[src/source/fetch_pkg.sv]
// --------------------
// Fetch unit shared definitions
// Widths, payload types and default parameter values
// used by the fetch control, buffer and top level
// --------------------

`default_nettype none

package fetch_pkg;

    // Widths
    // --------------------

    localparam int xlen = 32;             // RV32 address and data width

    typedef logic [xlen-1:0] addr_t;      // Instruction address
    typedef logic [xlen-1:0] word_t;      // Memory data word
    typedef logic [15:0]     half_t;      // One instruction parcel
    typedef logic [2:0]      depth_t;     // Buffer occupancy in halfwords

    // Defaults
    // --------------------

    // First fetch address out of reset
    localparam addr_t reset_pc_default = 32'h8000_0000;

    // Buffer depth in halfwords, legal range 4 to 7
    localparam int buf_depth_default = 6;

endpackage

`default_nettype wire

[src/source/fetch_buffer.sv]
// --------------------
// Fetch buffer
// Halfword shift queue between the memory bus and decode
// Aligns 16/32-bit instructions across word boundaries
// --------------------

`default_nettype none

module fetch_buffer #(
    parameter int BUF_DEPTH = fetch_pkg::buf_depth_default
) (
    input  logic               g_clk,        // Clock
    input  logic               g_resetn,     // Sync reset, active low
    input  logic               flush,        // Drop all entries

    input  logic               store_word,   // Append both halfwords
    input  logic               store_upper,  // Append upper halfword only
    input  fetch_pkg::word_t   in_data,      // Response word
    input  logic               in_error,     // Response error flag

    output fetch_pkg::depth_t  depth,        // Current occupancy
    output fetch_pkg::depth_t  next_depth,   // Occupancy after this cycle

    output logic               instr_is_16,  // Head is a compressed instr
    output logic               instr_is_32,  // Head is a full-width instr

    input  logic               s1_busy,      // Decode stall
    output logic               s1_valid,     // Head instruction complete
    output fetch_pkg::word_t   s1_data,      // Head instruction
    output logic               s1_error      // Error on any used halfword
);

    // Storage
    // --------------------

    fetch_pkg::half_t  data_q [BUF_DEPTH];      // Entry 0 is the head
    logic [BUF_DEPTH-1:0] err_q;                 // Per-entry bus error
    fetch_pkg::depth_t depth_q;                  // Valid entries

    // Next-state entries
    fetch_pkg::half_t  data_d [BUF_DEPTH];
    logic [BUF_DEPTH-1:0] err_d;

    // Queue padded with two empty slots so a shift never reads past the end
    fetch_pkg::half_t  pad_data [BUF_DEPTH+2];
    logic [BUF_DEPTH+1:0] pad_err;

    logic              head_long;   // Head low bits are 11
    logic              consume;     // Decode takes the head this cycle
    logic [1:0]        cons_n;      // Halfwords leaving
    logic [1:0]        add_n;       // Halfwords arriving
    fetch_pkg::depth_t base;        // Depth after the consume

    // Head decode
    // --------------------

    assign head_long   = data_q[0][1:0] == 2'b11;
    assign instr_is_16 = (depth_q != '0) && !head_long;
    assign instr_is_32 = (depth_q != '0) &&  head_long;

    // Complete once both parcels of a long instruction are held
    assign s1_valid = instr_is_16 || (instr_is_32 && (depth_q >= 3'd2));

    // Upper half zeroed for a compressed instr
    assign s1_data  = instr_is_32 ? {data_q[1], data_q[0]}
                                  : {16'h0000, data_q[0]};

    assign s1_error = err_q[0] || (instr_is_32 && err_q[1]);

    // Occupancy
    // --------------------

    assign consume = s1_valid && !s1_busy;

    assign cons_n = !consume    ? 2'd0 :
                    instr_is_32 ? 2'd2 : 2'd1;

    assign add_n  = store_word  ? 2'd2 :
                    store_upper ? 2'd1 : 2'd0;

    assign base   = depth_q - {1'b0, cons_n};

    // Flush wins over any store in the same cycle
    assign next_depth = flush ? '0 : base + {1'b0, add_n};

    assign depth = depth_q;

    always_ff @(posedge g_clk) begin
        if (!g_resetn) begin
            depth_q <= '0;
        end else begin
            depth_q <= next_depth;
        end
    end

    // Shift and append
    // --------------------

    always_comb begin
        for (int i = 0; i < BUF_DEPTH; i++) begin
            pad_data[i] = data_q[i];
            pad_err[i]  = err_q[i];
        end
        pad_data[BUF_DEPTH]   = '0;         // Empty tail slots
        pad_data[BUF_DEPTH+1] = '0;
        pad_err[BUF_DEPTH]    = 1'b0;
        pad_err[BUF_DEPTH+1]  = 1'b0;
    end

    always_comb begin
        for (int i = 0; i < BUF_DEPTH; i++) begin
            // Move the remaining entries toward the head
            data_d[i] = pad_data[i + int'(cons_n)];
            err_d[i]  = pad_err[i + int'(cons_n)];

            // New parcels land right behind what is left
            if (store_word && (i == int'(base))) begin
                data_d[i] = in_data[15:0];
                err_d[i]  = in_error;
            end
            if (store_word && (i == int'(base) + 1)) begin
                data_d[i] = in_data[31:16];
                err_d[i]  = in_error;
            end
            if (store_upper && (i == int'(base))) begin
                data_d[i] = in_data[31:16];     // Misaligned target
                err_d[i]  = in_error;
            end
        end
    end

    // Entries carry no reset, depth marks what is valid
    always_ff @(posedge g_clk) begin
        for (int i = 0; i < BUF_DEPTH; i++) begin
            data_q[i] <= data_d[i];
        end
        err_q <= err_d;
    end

endmodule

`default_nettype wire

[src/source/fetch_control.sv]
// --------------------
// Fetch control
// Fetch address, memory requests and redirect acceptance
// Tracks misaligned targets and responses of the old stream
// --------------------

`default_nettype none

module fetch_control #(
    parameter fetch_pkg::addr_t RESET_PC  = fetch_pkg::reset_pc_default,
    parameter int               BUF_DEPTH = fetch_pkg::buf_depth_default
) (
    input  logic               g_clk,           // Clock
    input  logic               g_resetn,        // Sync reset, active low

    input  logic               cf_req,          // Redirect request
    input  fetch_pkg::addr_t   cf_target,       // Redirect target
    output logic               cf_ack,          // Redirect accepted

    output logic               imem_req,        // Bus request
    output fetch_pkg::addr_t   imem_addr,       // Word address
    input  logic               imem_gnt,        // Request taken
    input  fetch_pkg::word_t   imem_rdata,      // Response data
    input  logic               imem_error,      // Response error

    input  fetch_pkg::depth_t  buf_depth,       // Current occupancy
    input  fetch_pkg::depth_t  buf_next_depth,  // Occupancy after this cycle

    output logic               flush,           // Empty the buffer
    output logic               store_word,      // Store full response
    output logic               store_upper,     // Store upper half only
    output fetch_pkg::word_t   in_data,         // Data to buffer
    output logic               in_error         // Error to buffer
);

    // Room for one more word once the projected depth is at or below this
    localparam logic [3:0] req_limit = 4'(BUF_DEPTH - 2);

    logic       e_cf_change;     // Redirect taken this cycle
    logic       e_new_req;       // Request granted this cycle
    logic       rsp_pending;     // Response on the bus this cycle
    logic       drop_rsp;        // Response belongs to the old stream
    logic       misaligned;      // Next word holds only the upper parcel
    logic [3:0] proj_depth;      // Depth once granted data has landed
    logic       starved;         // Nothing held and nothing in flight
    logic       n_imem_req;

    // Events
    // --------------------

    // Only when no request waits for a grant
    assign cf_ack      = !imem_req || imem_gnt;
    assign e_cf_change = cf_req && cf_ack;
    assign e_new_req   = imem_req && imem_gnt;

    always_ff @(posedge g_clk) begin
        if (!g_resetn) begin
            rsp_pending <= 1'b0;
            drop_rsp    <= 1'b0;
        end else begin
            rsp_pending <= e_new_req;
            drop_rsp    <= e_cf_change;  // Grant of this cycle is stale
        end
    end

    // Request planning
    // --------------------

    // A word granted now lands next cycle unless it is about to be dropped
    assign proj_depth = {1'b0, buf_next_depth} +
                        ((e_new_req && !e_cf_change) ? 4'd2 : 4'd0);

    assign starved    = (buf_depth == '0) && !rsp_pending;

    assign n_imem_req = (proj_depth <= req_limit) || starved;

    always_ff @(posedge g_clk) begin
        if (!g_resetn) begin
            imem_req <= 1'b0;
        end else if (imem_req && !imem_gnt) begin
            imem_req <= 1'b1;            // Hold until granted
        end else begin
            imem_req <= n_imem_req;
        end
    end

    // Fetch address
    // --------------------

    always_ff @(posedge g_clk) begin
        if (!g_resetn) begin
            imem_addr <= {RESET_PC[31:2], 2'b00};
        end else if (e_cf_change) begin
            imem_addr <= {cf_target[31:2], 2'b00};   // Word aligned always
        end else if (e_new_req) begin
            imem_addr <= imem_addr + 32'd4;
        end
    end

    // Misalignment
    // --------------------

    // Set by a halfword target, cleared by the first upper-only store
    always_ff @(posedge g_clk) begin
        if (!g_resetn) begin
            misaligned <= RESET_PC[1];
        end else if (e_cf_change) begin
            misaligned <= cf_target[1];
        end else if (store_upper) begin
            misaligned <= 1'b0;
        end
    end

    // Buffer writes
    // --------------------

    assign flush       = e_cf_change;
    assign store_word  = rsp_pending && !misaligned && !drop_rsp;
    assign store_upper = rsp_pending &&  misaligned && !drop_rsp;

    assign in_data     = imem_rdata;     // Valid in the response cycle
    assign in_error    = imem_error;

endmodule

`default_nettype wire

[src/source/fetch_unit.sv]
// --------------------
// Instruction fetch unit
// Word fetches into a halfword buffer for RV32 with compressed instrs
// --------------------

`default_nettype none

module fetch_unit #(
    parameter fetch_pkg::addr_t RESET_PC  = fetch_pkg::reset_pc_default,
    parameter int               BUF_DEPTH = fetch_pkg::buf_depth_default
) (
    input  logic               g_clk,
    input  logic               g_resetn,

    input  logic               cf_req,       // Redirect port
    input  fetch_pkg::addr_t   cf_target,
    output logic               cf_ack,

    output logic               imem_req,     // Instruction memory bus
    output fetch_pkg::addr_t   imem_addr,
    input  logic               imem_gnt,
    input  fetch_pkg::word_t   imem_rdata,
    input  logic               imem_error,

    input  logic               s1_busy,      // Decode port
    output logic               s1_valid,
    output fetch_pkg::word_t   s1_data,
    output logic               s1_error
);

    logic              flush;
    logic              store_word;
    logic              store_upper;
    fetch_pkg::word_t  in_data;
    logic              in_error;
    fetch_pkg::depth_t buf_depth;
    fetch_pkg::depth_t buf_next_depth;

    fetch_control #(
        .RESET_PC  (RESET_PC),
        .BUF_DEPTH (BUF_DEPTH)
    ) u_control (
        .g_clk          (g_clk),
        .g_resetn       (g_resetn),
        .cf_req         (cf_req),
        .cf_target      (cf_target),
        .cf_ack         (cf_ack),
        .imem_req       (imem_req),
        .imem_addr      (imem_addr),
        .imem_gnt       (imem_gnt),
        .imem_rdata     (imem_rdata),
        .imem_error     (imem_error),
        .buf_depth      (buf_depth),
        .buf_next_depth (buf_next_depth),
        .flush          (flush),
        .store_word     (store_word),
        .store_upper    (store_upper),
        .in_data        (in_data),
        .in_error       (in_error)
    );

    // Head length flags are only needed inside the buffer
    fetch_buffer #(
        .BUF_DEPTH (BUF_DEPTH)
    ) u_buffer (
        .g_clk       (g_clk),
        .g_resetn    (g_resetn),
        .flush       (flush),
        .store_word  (store_word),
        .store_upper (store_upper),
        .in_data     (in_data),
        .in_error    (in_error),
        .depth       (buf_depth),
        .next_depth  (buf_next_depth),
        .instr_is_16 (),
        .instr_is_32 (),
        .s1_busy     (s1_busy),
        .s1_valid    (s1_valid),
        .s1_data     (s1_data),
        .s1_error    (s1_error)
    );

endmodule

`default_nettype wire

[config.mk]
export PLATFORM = sky130hd
export DESIGN_NAME = fetch_unit
export DESIGN_NICKNAME = d
export VERILOG_FILES = /design/src/source/fetch_pkg.sv /design/src/source/fetch_buffer.sv /design/src/source/fetch_control.sv /design/src/source/fetch_unit.sv
export SDC_FILE = /design/constraint.sdc
export NUM_CORES = 1
export LEC_CHECK = 0
export BUFFER_PORTS_ARGS = -buffer_cell sky130_fd_sc_hd__buf_2
export CORE_MARGIN = 3
export CORE_UTILIZATION = 53
export DETAILED_ROUTE_END_ITERATION = 6
export PLACE_DENSITY = 0.78
export SLEW_MARGIN = 20
export SYNTH_ARGS = -nofsm -noshare
export SYNTH_HDL_FRONTEND = slang
export SYNTH_SLANG_ARGS = --single-unit
[constraint.sdc]
create_clock -name g_clk -period 4 [get_ports g_clk]
set_clock_uncertainty 0.1 [all_clocks]
set_input_delay 0.6 -clock g_clk [delete_from_list [all_inputs] [get_ports g_clk]]
set_output_delay 0.6 -clock g_clk [all_outputs]
set_load 0.02 [all_outputs]
==> flow_summary_export.csv, run 1 <==
group,metric,value,unit
critical_path,r2r_end,"u_buffer.data_q[3][11]$_DFF_P_",
global_routing,grt_antenna_before_repair,0,
synth,synth_edf_count,2,
hold_path,hold_path_class,"input port to flop",
outcome,status,"finished with violations",
floorplanning,die_h,137.5,um
detailed_routing,vias,10185,
synth,synth_cell_types,66,
floorplanning,ios,138,
timing,final_max_slew_viol_count,0,
clock_network,path_clk_slew,0.06,ns
job,maxCapViolCount,0,
detailed_routing,finalWirelength,32.67,mm
synth,synth-simple-area-share,0.2172,
global_routing,gr-total-overflow,0,
synth,async_flop_share,0,
hold_path,min_to,"u_control.misaligned$_SDFFE_PN0P_",
floorplanning,dieArea,18910,sq um
global_routing,grt_pass1_vias,9469,
clock_network,cts_tree,"yes",
synth,synth_cells,1136,
synth,synth-adder-area-share,0.01665,
floorplanning,coreArea,16760,sq um
place,place_congestion,0.9468,
critical_path,critical_path_class,"flop to flop",
critical_path,required,4.27,ns
floorplanning,start_util,0.5471,
critical_path,start_kind,"flop",
timing,period_share,0.9280,
timing,final.setup.tns,0,ns
place,hpwl,20.91,mm
global_routing,grtUsageTotal,0.3442,
clock_network,numCtsBuffers,17,
clock_network,insertion_delay,0.44,ns
synth,synthFlopType,"dfxtp_1",
global_routing,grt_first_pass_wirelength,50.74,mm
critical_path,critPathCaptureType,"flop",
global_routing,grt_max_degree,44,
detailed_routing,routedWlPerCell,22.15,um
synth,synthMuxAreaShare,0.1213,
layout,synthToLayoutAreaGrowth,17.24,%
outcome,violations,"DRC",
timing,period_minus_slack,3.712,ns
synth,synth.area.top_cells,"dfxtp_1 (30%), mux4_2 (7.4%), nand2_1 (6.6%)",
critical_path,crit_start,"u_buffer.depth[2]$_SDFF_PN0_",
clock_network,h-tree-depth,4,
place,io_buffers,134,
synth,yosysSeqAreaShare,0.3057,
critical_path,worst_ep_arrival_time,3.99,ns
critical_path,reg2reg_depth,11,
clock_network,cts.sinks,139,
floorplanning,rows,47,
timing,slew_headroom,0.2252,
synth,synth_xor_area_frac,0.002866,
layout,fin_nets,1325,
detailed_routing,post-route-drc-count,2,
hold_path,min-delay-start,"cf_target[1]",
synth,synth_top_area_share,0.2991,
timing,setup_violations,0,
synth,synth_top_family_by_area,"compound AO/OA/AOI/OAI gates",
power_and_ir_drop,total_power,0.008378,W
clock_network,clockBufferDepth,2,
layout,antenna_cells,0,
synth,netlist_area,9169,sq um
timing,hold_slack,0.3233,ns
floorplanning,die_w,137.5,um
critical_path,r2r_slack,0.29,ns
timing,rsz0062_at_grt,"false",
layout,n_fill_cell,1445,
timing,hold_viol,0,
detailed_routing,drt_iter0_markers,1214,
critical_path,r2r-start,"u_buffer.depth[2]$_SDFF_PN0_",
timing,fmax,269.4,MHz
synth,synth-compound-area-share,0.2810,
clock_network,ctsHoldBuffers,0,
power_and_ir_drop,vdd_drop_max,0.3851,mV
synth,yosysTopAreaCell,"dfxtp_1",
critical_path,crit_fanout,16,
synth,syn_avg_cell_area,8.071,sq um
detailed_routing,dr.pass1.iters,7,
clock_network,cts-root-buf,"clkbuf_16",
power_and_ir_drop,cellLeakagePower,4.357,nW
synth,ys_warn_count,0,
power_and_ir_drop,power_density,779.4,nW/um^2
detailed_routing,drtAntennaViolNets,0,
layout,drive_above_1_share,0.2231,
hold_path,hold_depth,3,
detailed_routing,viasPerCell,6.905,
timing,tightest_slew,1.158,ns
synth,synth-seq-cells,139,
-- cell usage in the layout (no fill, tap or decap), drive strengths merged, types with 3 or more instances in the layout --
cell type	netlist	final
a211oi	21	21
a21o	3	3
a21oi	72	72
a221o	15	15
a221oi	14	14
a22oi	37	37
a2bb2oi	15	15
a311oi	11	11
a31oi	37	37
a41oi	3	3
and2	25	25
and3	22	22
and4	5	5
buf	29	187
bufinv	0	3
clkbuf	70	24
dfxtp	137	137
ha	9	9
inv	18	19
mux2	21	21
mux2i	20	20
mux4	30	30
nand2	160	160
nand2b	10	10
nand3	47	47
nand4	12	12
nor2	93	93
nor2b	10	10
nor3	9	9
nor4	5	5
o211ai	27	27
o21ai	38	38
o221ai	12	12
o22ai	49	49
or3	18	18
-- worst max-delay path, cell delays in order (launching register included) --
cell,delay (ns)
dfxtp_1,0.52
nor2_1,0.17
or3_1,0.42
fa_1,0.67
nor2b_1,0.22
ha_1,0.32
and3_1,0.24
nor2b_1,0.13
buf_4,0.29
a221oi_1,0.12
a211oi_1,0.27
a221o_1,0.18
-- kinds of logic after synthesis --
kind of cell | count (synthesis)
and+or+nand+nor | 419
other | 1
xor gates and xnor gates | 3
buffers and inverters | 118
AOI/OAI and AO/OA | 374
muxes | 71
DFF | 139
adders and majority gates | 11
-- registers in the layout (all words and copies together), names as in the netlist, named ones only --
name,cells
u_buffer.err_q,5
u_control.rsp_pending,1
u_control.drop_rsp,1
u_control.misaligned,1
u_control.imem_req,1
u_buffer.depth,3
u_buffer.data_q,95
u_control.imem_addr,30
-- report_power, final --
group          switching [W]  internal, W  leakage [nW]
Sequential          0.000564      0.00198          1.16
Combinational        0.00230      0.00188          2.91
Clock               0.000629      0.00103         0.287
-- cells in the mapped netlist (all sizes together) (20+ instances only) --
cell type	count
buf	29
and2	25
a31oi	37
a22oi	37
dfxtp	137
mux4	30
mux2	21
mux2i	20
nor2	93
o211ai	27
o21ai	38
clkbuf	70
o22ai	49
nand2	160
nand3	47
a21oi	72
and3	22
a211oi	21
-- through the flow --
stage | setup WS (ns) | std cells | instance area [sq um] | utilization
floorplan | 0.09035 | 1137 | 9173 | -
global placement | 0.3374 | 1445 | 10150 | 0.6055
detailed placement | 0.2674 | 1445 | 10150 | 0.6055
CTS | 0.2815 | 1475 | 10740 | 0.6409
global route | 0.09450 | 1475 | 10750 | 0.6414
finish | 0.2880 | 1475 | 10750 | 0.6414
-- layout make-up --
| cell class | count | area (sq um) | area share |
|---|---|---|---|
| Timing Repair Buffer | 187 | 1106 | 0.1029 |
| Clock inverter | 6 | 111.4 | 0.01036 |
| Sequential cell | 139 | 2803 | 0.2607 |
| Clock buffer | 24 | 481.7 | 0.04481 |
| Multi-Input combinational cell | 880 | 5901 | 0.5489 |
| Tap cell | 220 | 275.3 | 0.02561 |
| Inverter | 19 | 71.32 | 0.006635 |
-- timing repair --
item | CTS | global route
gates resized for setup | 0 | 1
endpoints found under the setup margin | 0 | 2
setup buffers | 0 | 0
-- worst max-delay path by stage --
stage / endpoint / slack, ns
finish: u_buffer.data_q[3][11]$_DFF_P_ / 0.29
global route: u_buffer.data_q[3][8]$_DFF_P_ / 0.09
CTS: u_buffer.data_q[2][10]$_DFF_P_ / 0.28
detailed placement: u_buffer.data_q[5][0]$_DFF_P_ / 0.27
global placement: u_buffer.data_q[5][0]$_DFF_P_ / 0.34
floorplan: u_buffer.data_q[3][10]$_DFF_P_ / 0.09
-- layer usage --
layer | GRT usage | share of wire
met4 | 0.1657 | 0.038
met3 | 0.08656 | 0.12
met1 | 0.4588 | 0.39
met5 | 0 | 0
met2 | 0.5211 | 0.45
Power figures use the tool's default switching activity.
==> run 2, diff against run 1 <==
ABC_AREA = 1   (was default)
BUFFER_PORTS_ARGS = -buffer_cell sky130_fd_sc_hd__buf_4   (was -buffer_cell sky130_fd_sc_hd__buf_2)
==> run 2 against run 1 <==
The run now ends clean. Cell count grew 30%. Fmax grew 2.0%. Die area grew 3.7%. Core utilization grew 0.95 points. First-iteration DRC count grew 22%. Highest routed layer unchanged. Routed wire length grew 6.3%. Global-route usage shrank 0.40 points. Critical path type unchanged. Final area grew 5.5%. Setup slack gained 0.074 ns.
==> flow_summary_export.csv, run 2 <==
group,metric,value,unit
layout,layout_commonest_cell,"nand2_1",
global_routing,grt_first_pass_wirelength,54.12,mm
clock_network,cts_resized,0,
layout,regMostFlops,"u_buffer.data_q",
critical_path,r2r-start,"u_buffer.data_q[0][0]$_DFF_P_",
synth,synth_edf_count,2,
timing,fmax,274.9,MHz
power_and_ir_drop,power.internal,0.003954,W
hold_path,hold_path_class,"input port to flop",
timing,period_share,0.9096,
layout,post-route-util,0.6509,
synth,synth.area.top_cells,"dfxtp_1 (29%), nand2_1 (16%), nand3_1 (10%)",
synth,synth_top_area_share,0.2880,
synth,yosys-top-cells-count,"nand2_1 (412), nand3_1 (191), a21oi_1 (189), nor2_1 (151), inv_1 (147)",
critical_path,r2r_slack,0.36,ns
layout,drive_above_1_share,0.1491,
synth,ys_warn_count,0,
synth,async_flop_share,0,
power_and_ir_drop,vdd_drop_max,0.5218,mV
floorplanning,dieArea,19610,sq um
timing,final.setup.tns,0,ns
clock_network,h-tree-depth,4,
synth,synth_cells,1580,
critical_path,required,4.03,ns
global_routing,grt_antenna_before_repair,0,
power_and_ir_drop,swShare,0.3845,
floorplanning,ios,138,
detailed_routing,drt_iter0_markers,1476,
clock_network,cts.sinks,139,
detailed_routing,routedWlPerCell,18.07,um
place,place_congestion,0.9310,
hold_path,min-delay-start,"cf_target[1]",
clock_network,cts-root-buf,"clkbuf_16",
layout,finalInstanceArea,11340,sq um
layout,final_cell_mix,"nand2_1 (411), nand3_1 (191), a21oi_1 (189)",
timing,tightest_slew,1.068,ns
power_and_ir_drop,total_power,0.006424,W
layout,largest_register_ffs,95,
hold_path,min_to,"u_control.misaligned$_SDFFE_PN0P_",
power_and_ir_drop,pwr-share-seq,0.350,
timing,setup_violations,0,
power_and_ir_drop,power.share.clock,0.260,
power_and_ir_drop,cellLeakagePower,5.448,nW
place,io_buffers,134,
layout,antenna_cells,0,
synth,netlist_area,9523,sq um
layout,multi_input_area,5732,sq um
clock_network,numCtsBuffers,17,
place,hpwl,22.20,mm
global_routing,grtUsageTotal,0.3402,
synth,yosysMostFrequentCell,"nand2_1",
synth,yosysSeqAreaShare,0.2943,
synth,syn_avg_cell_area,6.027,sq um
global_routing,grt_max_degree,99,
clock_network,ctsHoldBuffers,0,
synth,synth-seq-cells,139,
clock_network,cts_setup_buffers,0,
clock_network,cts_tree,"yes",
critical_path,critPathCaptureType,"flop",
global_routing,grt_pass1_vias,10576,
power_and_ir_drop,power.net_switching,0.002470,W
layout,register_area,2803,sq um
timing,rsz0062_at_grt,"false",
place,place_area,10730,sq um
critical_path,crit_fanout,11,
floorplanning,coreArea,17420,sq um
global_routing,gr-total-overflow,0,
floorplanning,die_h,140.0,um
detailed_routing,finalWirelength,34.73,mm
layout,n_fill_cell,1642,
detailed_routing,drtAntennaViolNets,0,
layout,reg.largest.list,"u_buffer.data_q: 95 flops, u_control.imem_addr: 30 flops, u_buffer.err_q: 5 flops",
critical_path,start_kind,"flop",
detailed_routing,vias,11595,
critical_path,reg2reg_depth,18,
floorplanning,start_util,0.5468,
timing,final_max_slew_viol_count,0,
outcome,status,"completed",
timing,slew_headroom,0.2882,
clock_network,clockBufferDepth,2,
layout,fin_nets,1766,
synth,synthFlopType,"dfxtp_1",
clock_network,path_clk_slew,0.06,ns
layout,synthToLayoutAreaGrowth,19.04,%
timing,hold_viol,0,
power_and_ir_drop,power_density,566.7,nW/um^2
detailed_routing,viasPerCell,6.033,
synth,yosysTopAreaCell,"dfxtp_1",
floorplanning,rows,48,
hold_path,hold_depth,3,
timing,period_minus_slack,3.638,ns
critical_path,worst_ep_arrival_time,3.67,ns
job,maxCapViolCount,0,
detailed_routing,post-route-drc-count,0,
power_and_ir_drop,p_comb_frac,0.390,
clock_network,insertion_delay,0.43,ns
floorplanning,die_w,140.0,um
detailed_routing,dr.pass1.iters,6,
synth,synth_cell_types,50,
critical_path,critical_path_class,"flop to flop",
[run 2: worst max path at each step]
stage	start	to	slack (ns)	depth (start not counted)
after floorplan	u_buffer.data_q[0][1]$_DFF_P_	u_control.imem_req$_SDFF_PN0_	0.17	17
after detailed placement	s1_busy	flop	0.29	16
after global placement	s1_busy	flop	0.38	16
final	u_buffer.data_q[0][0]$_DFF_P_	flop	0.36	18
after global routing	u_buffer.data_q[0][0]$_DFF_P_	flop	0.10	16
after CTS	u_buffer.data_q[0][0]$_DFF_P_	flop	0.39	16
[run 2: per-stage QoR]
stage	setup slack, ns	hold WS (ns)	cells
final	0.3617	0.2676	1922
after global routing	0.1034	0.2834	1922
after detailed placement	0.2946	0.3874	1891
after CTS	0.3859	0.2622	1922
after floorplan	0.1696	0.3757	1581
after global placement	0.3792	0.3819	1891
[run 2: final cells by class]
cell class                      count  share of cell area
Multi-Input combinational cell   1190              0.5056
Clock inverter                     13             0.01556
Sequential cell                   139              0.2472
Timing Repair Buffer              173              0.1146
Inverter                          164             0.05430
Clock buffer                       18             0.03786
Tap cell                          225             0.02483
[run 2: critical path, cell delays in order (launching register included)]
cell and delay [ns]:
dfxtp_1 0.43, nand2_1 0.18, inv_2 0.12, nand2_1 0.12, nand4_4 0.09, inv_1 0.05, ha_1 0.17, inv_1 0.07
fa_1 0.55, inv_2 0.14, nor2_4 0.06, ha_1 0.30, nand2_1 0.09, nor2_4 0.17, inv_2 0.08, o21ai_2 0.22
nor2_1 0.11, buf_4 0.22, nand2_1 0.09
[run 2: logic make-up (layout without fill, tap and decap cells)]
family | count (synthesis) | count (layout) | synth area share
other | 1 | 2 | 0.0003938
AO/OA/AOI/OAI | 368 | 368 | 0.2199
AND/OR/NAND/NOR | 806 | 806 | 0.3605
buffers and inverters | 252 | 368 | 0.1060
XOR/XNOR | 3 | 3 | 0.002760
adder cells (fa/ha/maj) | 11 | 11 | 0.01603
flip-flops | 139 | 139 | 0.2943
[run 2: power by group through the flow]
stage,registers [W],clock network [W],logic (W)
final,0.00225,0.00167,0.00251
after detailed placement,0.00226,0,0.00244
after global routing,0.00230,0.00174,0.00281
after global placement,0.00224,0,0.00238
after floorplan,0.00231,0,0.00169
after CTS,0.00223,0.00167,0.00246
[run 2: layer usage]
metal | GRT usage | routed length [um]
met1 | 0.4409 | 13360
met2 | 0.5358 | 15490
met3 | 0.08604 | 4377
met4 | 0.1535 | 1507
met5 | 0 | 0
==> run 3, diff against run 2 <==
--- a/config.mk
+++ b/config.mk
@@ -12,4 +12,5 @@
 export DETAILED_ROUTE_END_ITERATION = 6
 export PLACE_DENSITY = 0.78
+export SETUP_SLACK_MARGIN = 0.3
 export SLEW_MARGIN = 20
 export SYNTH_ARGS = -nofsm -noshare
==> constraint.sdc (replaced) <==
create_clock -name g_clk -period 4 [get_ports g_clk]
set_clock_uncertainty 0.1 [all_clocks]
set_input_delay 0.8 -clock g_clk [delete_from_list [all_inputs] [get_ports g_clk]]
set_output_delay 0.8 -clock g_clk [all_outputs]
set_load 0.02 [all_outputs]
==> run 3 against run 2 <==
Combinational power about the same. Fmax is 1.7% higher. Clock power shrank 5%. Cell count rose by 0.21%. Via count down 0.36%. Global-route usage about the same. Critical path type unchanged.
==> flow_summary_export.csv, run 3 (synthesis gave the netlist of run 2 again) <==
group,metric,value,unit
clock_network,path_clk_slew,0.06,ns
place,place_congestion,0.9381,
layout,register_area,2803,sq um
global_routing,grt_antenna_before_repair,0,
layout,drive_above_1_share,0.1523,
power_and_ir_drop,cellLeakagePower,5.470,nW
layout,regMostFlops,"u_buffer.data_q",
clock_network,clockBufferDepth,2,
timing,slew_headroom,0.3005,
critical_path,critical_path_class,"flop to flop",
detailed_routing,finalWirelength,34.64,mm
global_routing,grt_max_degree,99,
timing,hold_viol,0,
clock_network,insertion_delay,0.43,ns
place,hpwl,22.44,mm
critical_path,start_kind,"flop",
clock_network,cts_tree,"yes",
critical_path,required,4.22,ns
detailed_routing,vias,11553,
clock_network,ctsHoldBuffers,0,
detailed_routing,drt_iter0_markers,1283,
layout,final_cell_mix,"nand2_1 (410), nand3_1 (191), a21oi_1 (189)",
clock_network,h-tree-depth,4,
timing,period_minus_slack,3.576,ns
critical_path,crit_fanout,16,
timing,final_max_slew_viol_count,0,
floorplanning,coreArea,17420,sq um
hold_path,hold_path_class,"flop to flop",
layout,fin_nets,1769,
layout,post-route-util,0.6539,
timing,fmax,279.6,MHz
critical_path,critPathCaptureType,"flop",
floorplanning,rows,48,
power_and_ir_drop,total_power,0.006325,W
detailed_routing,dr.pass1.iters,7,
layout,layout_commonest_cell,"nand2_1",
detailed_routing,drtAntennaViolNets,0,
timing,rsz0062_at_grt,"false",
power_and_ir_drop,swShare,0.3847,
critical_path,r2r_slack,0.42,ns
place,io_buffers,134,
job,maxCapViolCount,0,
floorplanning,start_util,0.5468,
timing,fin_ws,0.4235,ns
power_and_ir_drop,pwr-share-seq,0.354,
clock_network,cts.sinks,139,
timing,period_share,0.8941,
place,place_area,10780,sq um
power_and_ir_drop,power.net_switching,0.002433,W
floorplanning,dieArea,19610,sq um
clock_network,cts-root-buf,"clkbuf_16",
power_and_ir_drop,power_density,555.4,nW/um^2
layout,synthToLayoutAreaGrowth,19.59,%
outcome,status,"completed",
place,post-place-ws,0.1378,ns
global_routing,gr-total-overflow,0,
clock_network,numCtsBuffers,17,
power_and_ir_drop,power.internal,0.003892,W
critical_path,crit_slowest_cell,"inv_1",
timing,setup_violations,0,
layout,reg.largest.list,"u_buffer.data_q: 95 flops, u_control.imem_addr: 30 flops, u_buffer.err_q: 5 flops",
timing,final.setup.tns,0,ns
critical_path,worst_ep_arrival_time,3.79,ns
detailed_routing,viasPerCell,5.998,
power_and_ir_drop,p_comb_frac,0.396,
layout,n_fill_cell,1626,
floorplanning,ios,138,
floorplanning,die_h,140.0,um
layout,largest_register_ffs,95,
layout,antenna_cells,0,
power_and_ir_drop,vdd_drop_max,0.3120,mV
detailed_routing,post-route-drc-count,0,
detailed_routing,routedWlPerCell,17.99,um
critical_path,crit_chain,"nand2_2, inv_2, nand2_1, nand4_4, inv_1, ha_1, inv_1, fa_2, inv_2, nor2_4, ha_1, inv_1, nor2_2, inv_1, nand2_1, o21bai_1, nand2_1, nand2_1",
layout,multi_input_area,5747,sq um
critical_path,critPathMaxStageDelay,0.66,ns
power_and_ir_drop,power.share.clock,0.250,
floorplanning,die_w,140.0,um
global_routing,grtUsageTotal,0.3399,
global_routing,grt_first_pass_wirelength,53.83,mm
layout,finalInstanceArea,11390,sq um
global_routing,grt_pass1_vias,10642,
timing,tightest_slew,1.049,ns
[run 3: cell count changes in the layout (fill, tap and decap cells not counted), sizes merged]
cell / change
clkbuf: +7
bufinv: -2
inv: -1
buf: +3
clkinv: -1
clkinvlp: -2
[run 3: per-stage QoR]
stage	cells	hold slack, ns
after detailed placement	1893	0.3834
after global routing	1926	0.4244
after floorplan	1581	0.3757
after CTS	1925	0.3950
after global placement	1893	0.3839
final	1926	0.3962
[run 3: final timing paths]
kind	start	endpoint	cells past startpoint
worst max register to register	u_buffer.data_q[0][0]$_DFF_P_	u_buffer.data_q[3][12]$_DFF_P_	18
worst min register to register	u_control.imem_addr[4]$_SDFFE_PN0P_	u_control.imem_addr[4]$_SDFFE_PN0P_	2
worst max-delay path	u_buffer.data_q[0][0]$_DFF_P_	u_buffer.data_q[3][12]$_DFF_P_	18
worst min-delay path	u_control.imem_addr[4]$_SDFFE_PN0P_	u_control.imem_addr[4]$_SDFFE_PN0P_	2
[run 3: area by class of cell]
cell class,count,share of cell area
Multi-Input combinational cell,1190,0.5046
Sequential cell,139,0.2461
Timing Repair Buffer,176,0.1193
Inverter,164,0.05482
Clock buffer,25,0.04263
Tap cell,225,0.02472
Clock inverter,7,0.007800
[run 3: timing repair]
| item | CTS | global route |
|---|---|---|
| resized for setup | 1 | 6 |
| endpoints found under the setup margin | 1 | 29 |
| pin swaps | 0 | 0 |
| buffers inserted | 0 | 1 |
[run 3: layer usage]
metal,global-route usage,vias up,routed length [um]
li1,-,5453,-
met1,0.4454,5180,13560
met2,0.5249,770,15190
met3,0.07306,150,4290
met4,0.1815,0,1600
met5,0,-,0
[run 3: worst max-delay path: cells and delay by family, from the launching register on]
kind / cells / cell delay [ns]
AO/OA/AOI/OAI: 1 / 0.20
adder cells (fa/ha/maj): 3 / 0.88
buffers and inverters: 6 / 1.11
flip-flops: 1 / 0.45
AND/OR/NAND/NOR: 8 / 0.74
[run 3: power groups by stage]
stage | clock network [W] | logic (W) | registers [W]
4_1_cts | 0.00158 | 0.00247 | 0.00222
5_1_grt | 0.00164 | 0.00282 | 0.00229
6_report | 0.00158 | 0.00250 | 0.00224
2_1_floorplan | 0 | 0.00170 | 0.00231
3_3_place_gp | 0 | 0.00239 | 0.00224
3_5_place_dp | 0 | 0.00245 | 0.00225
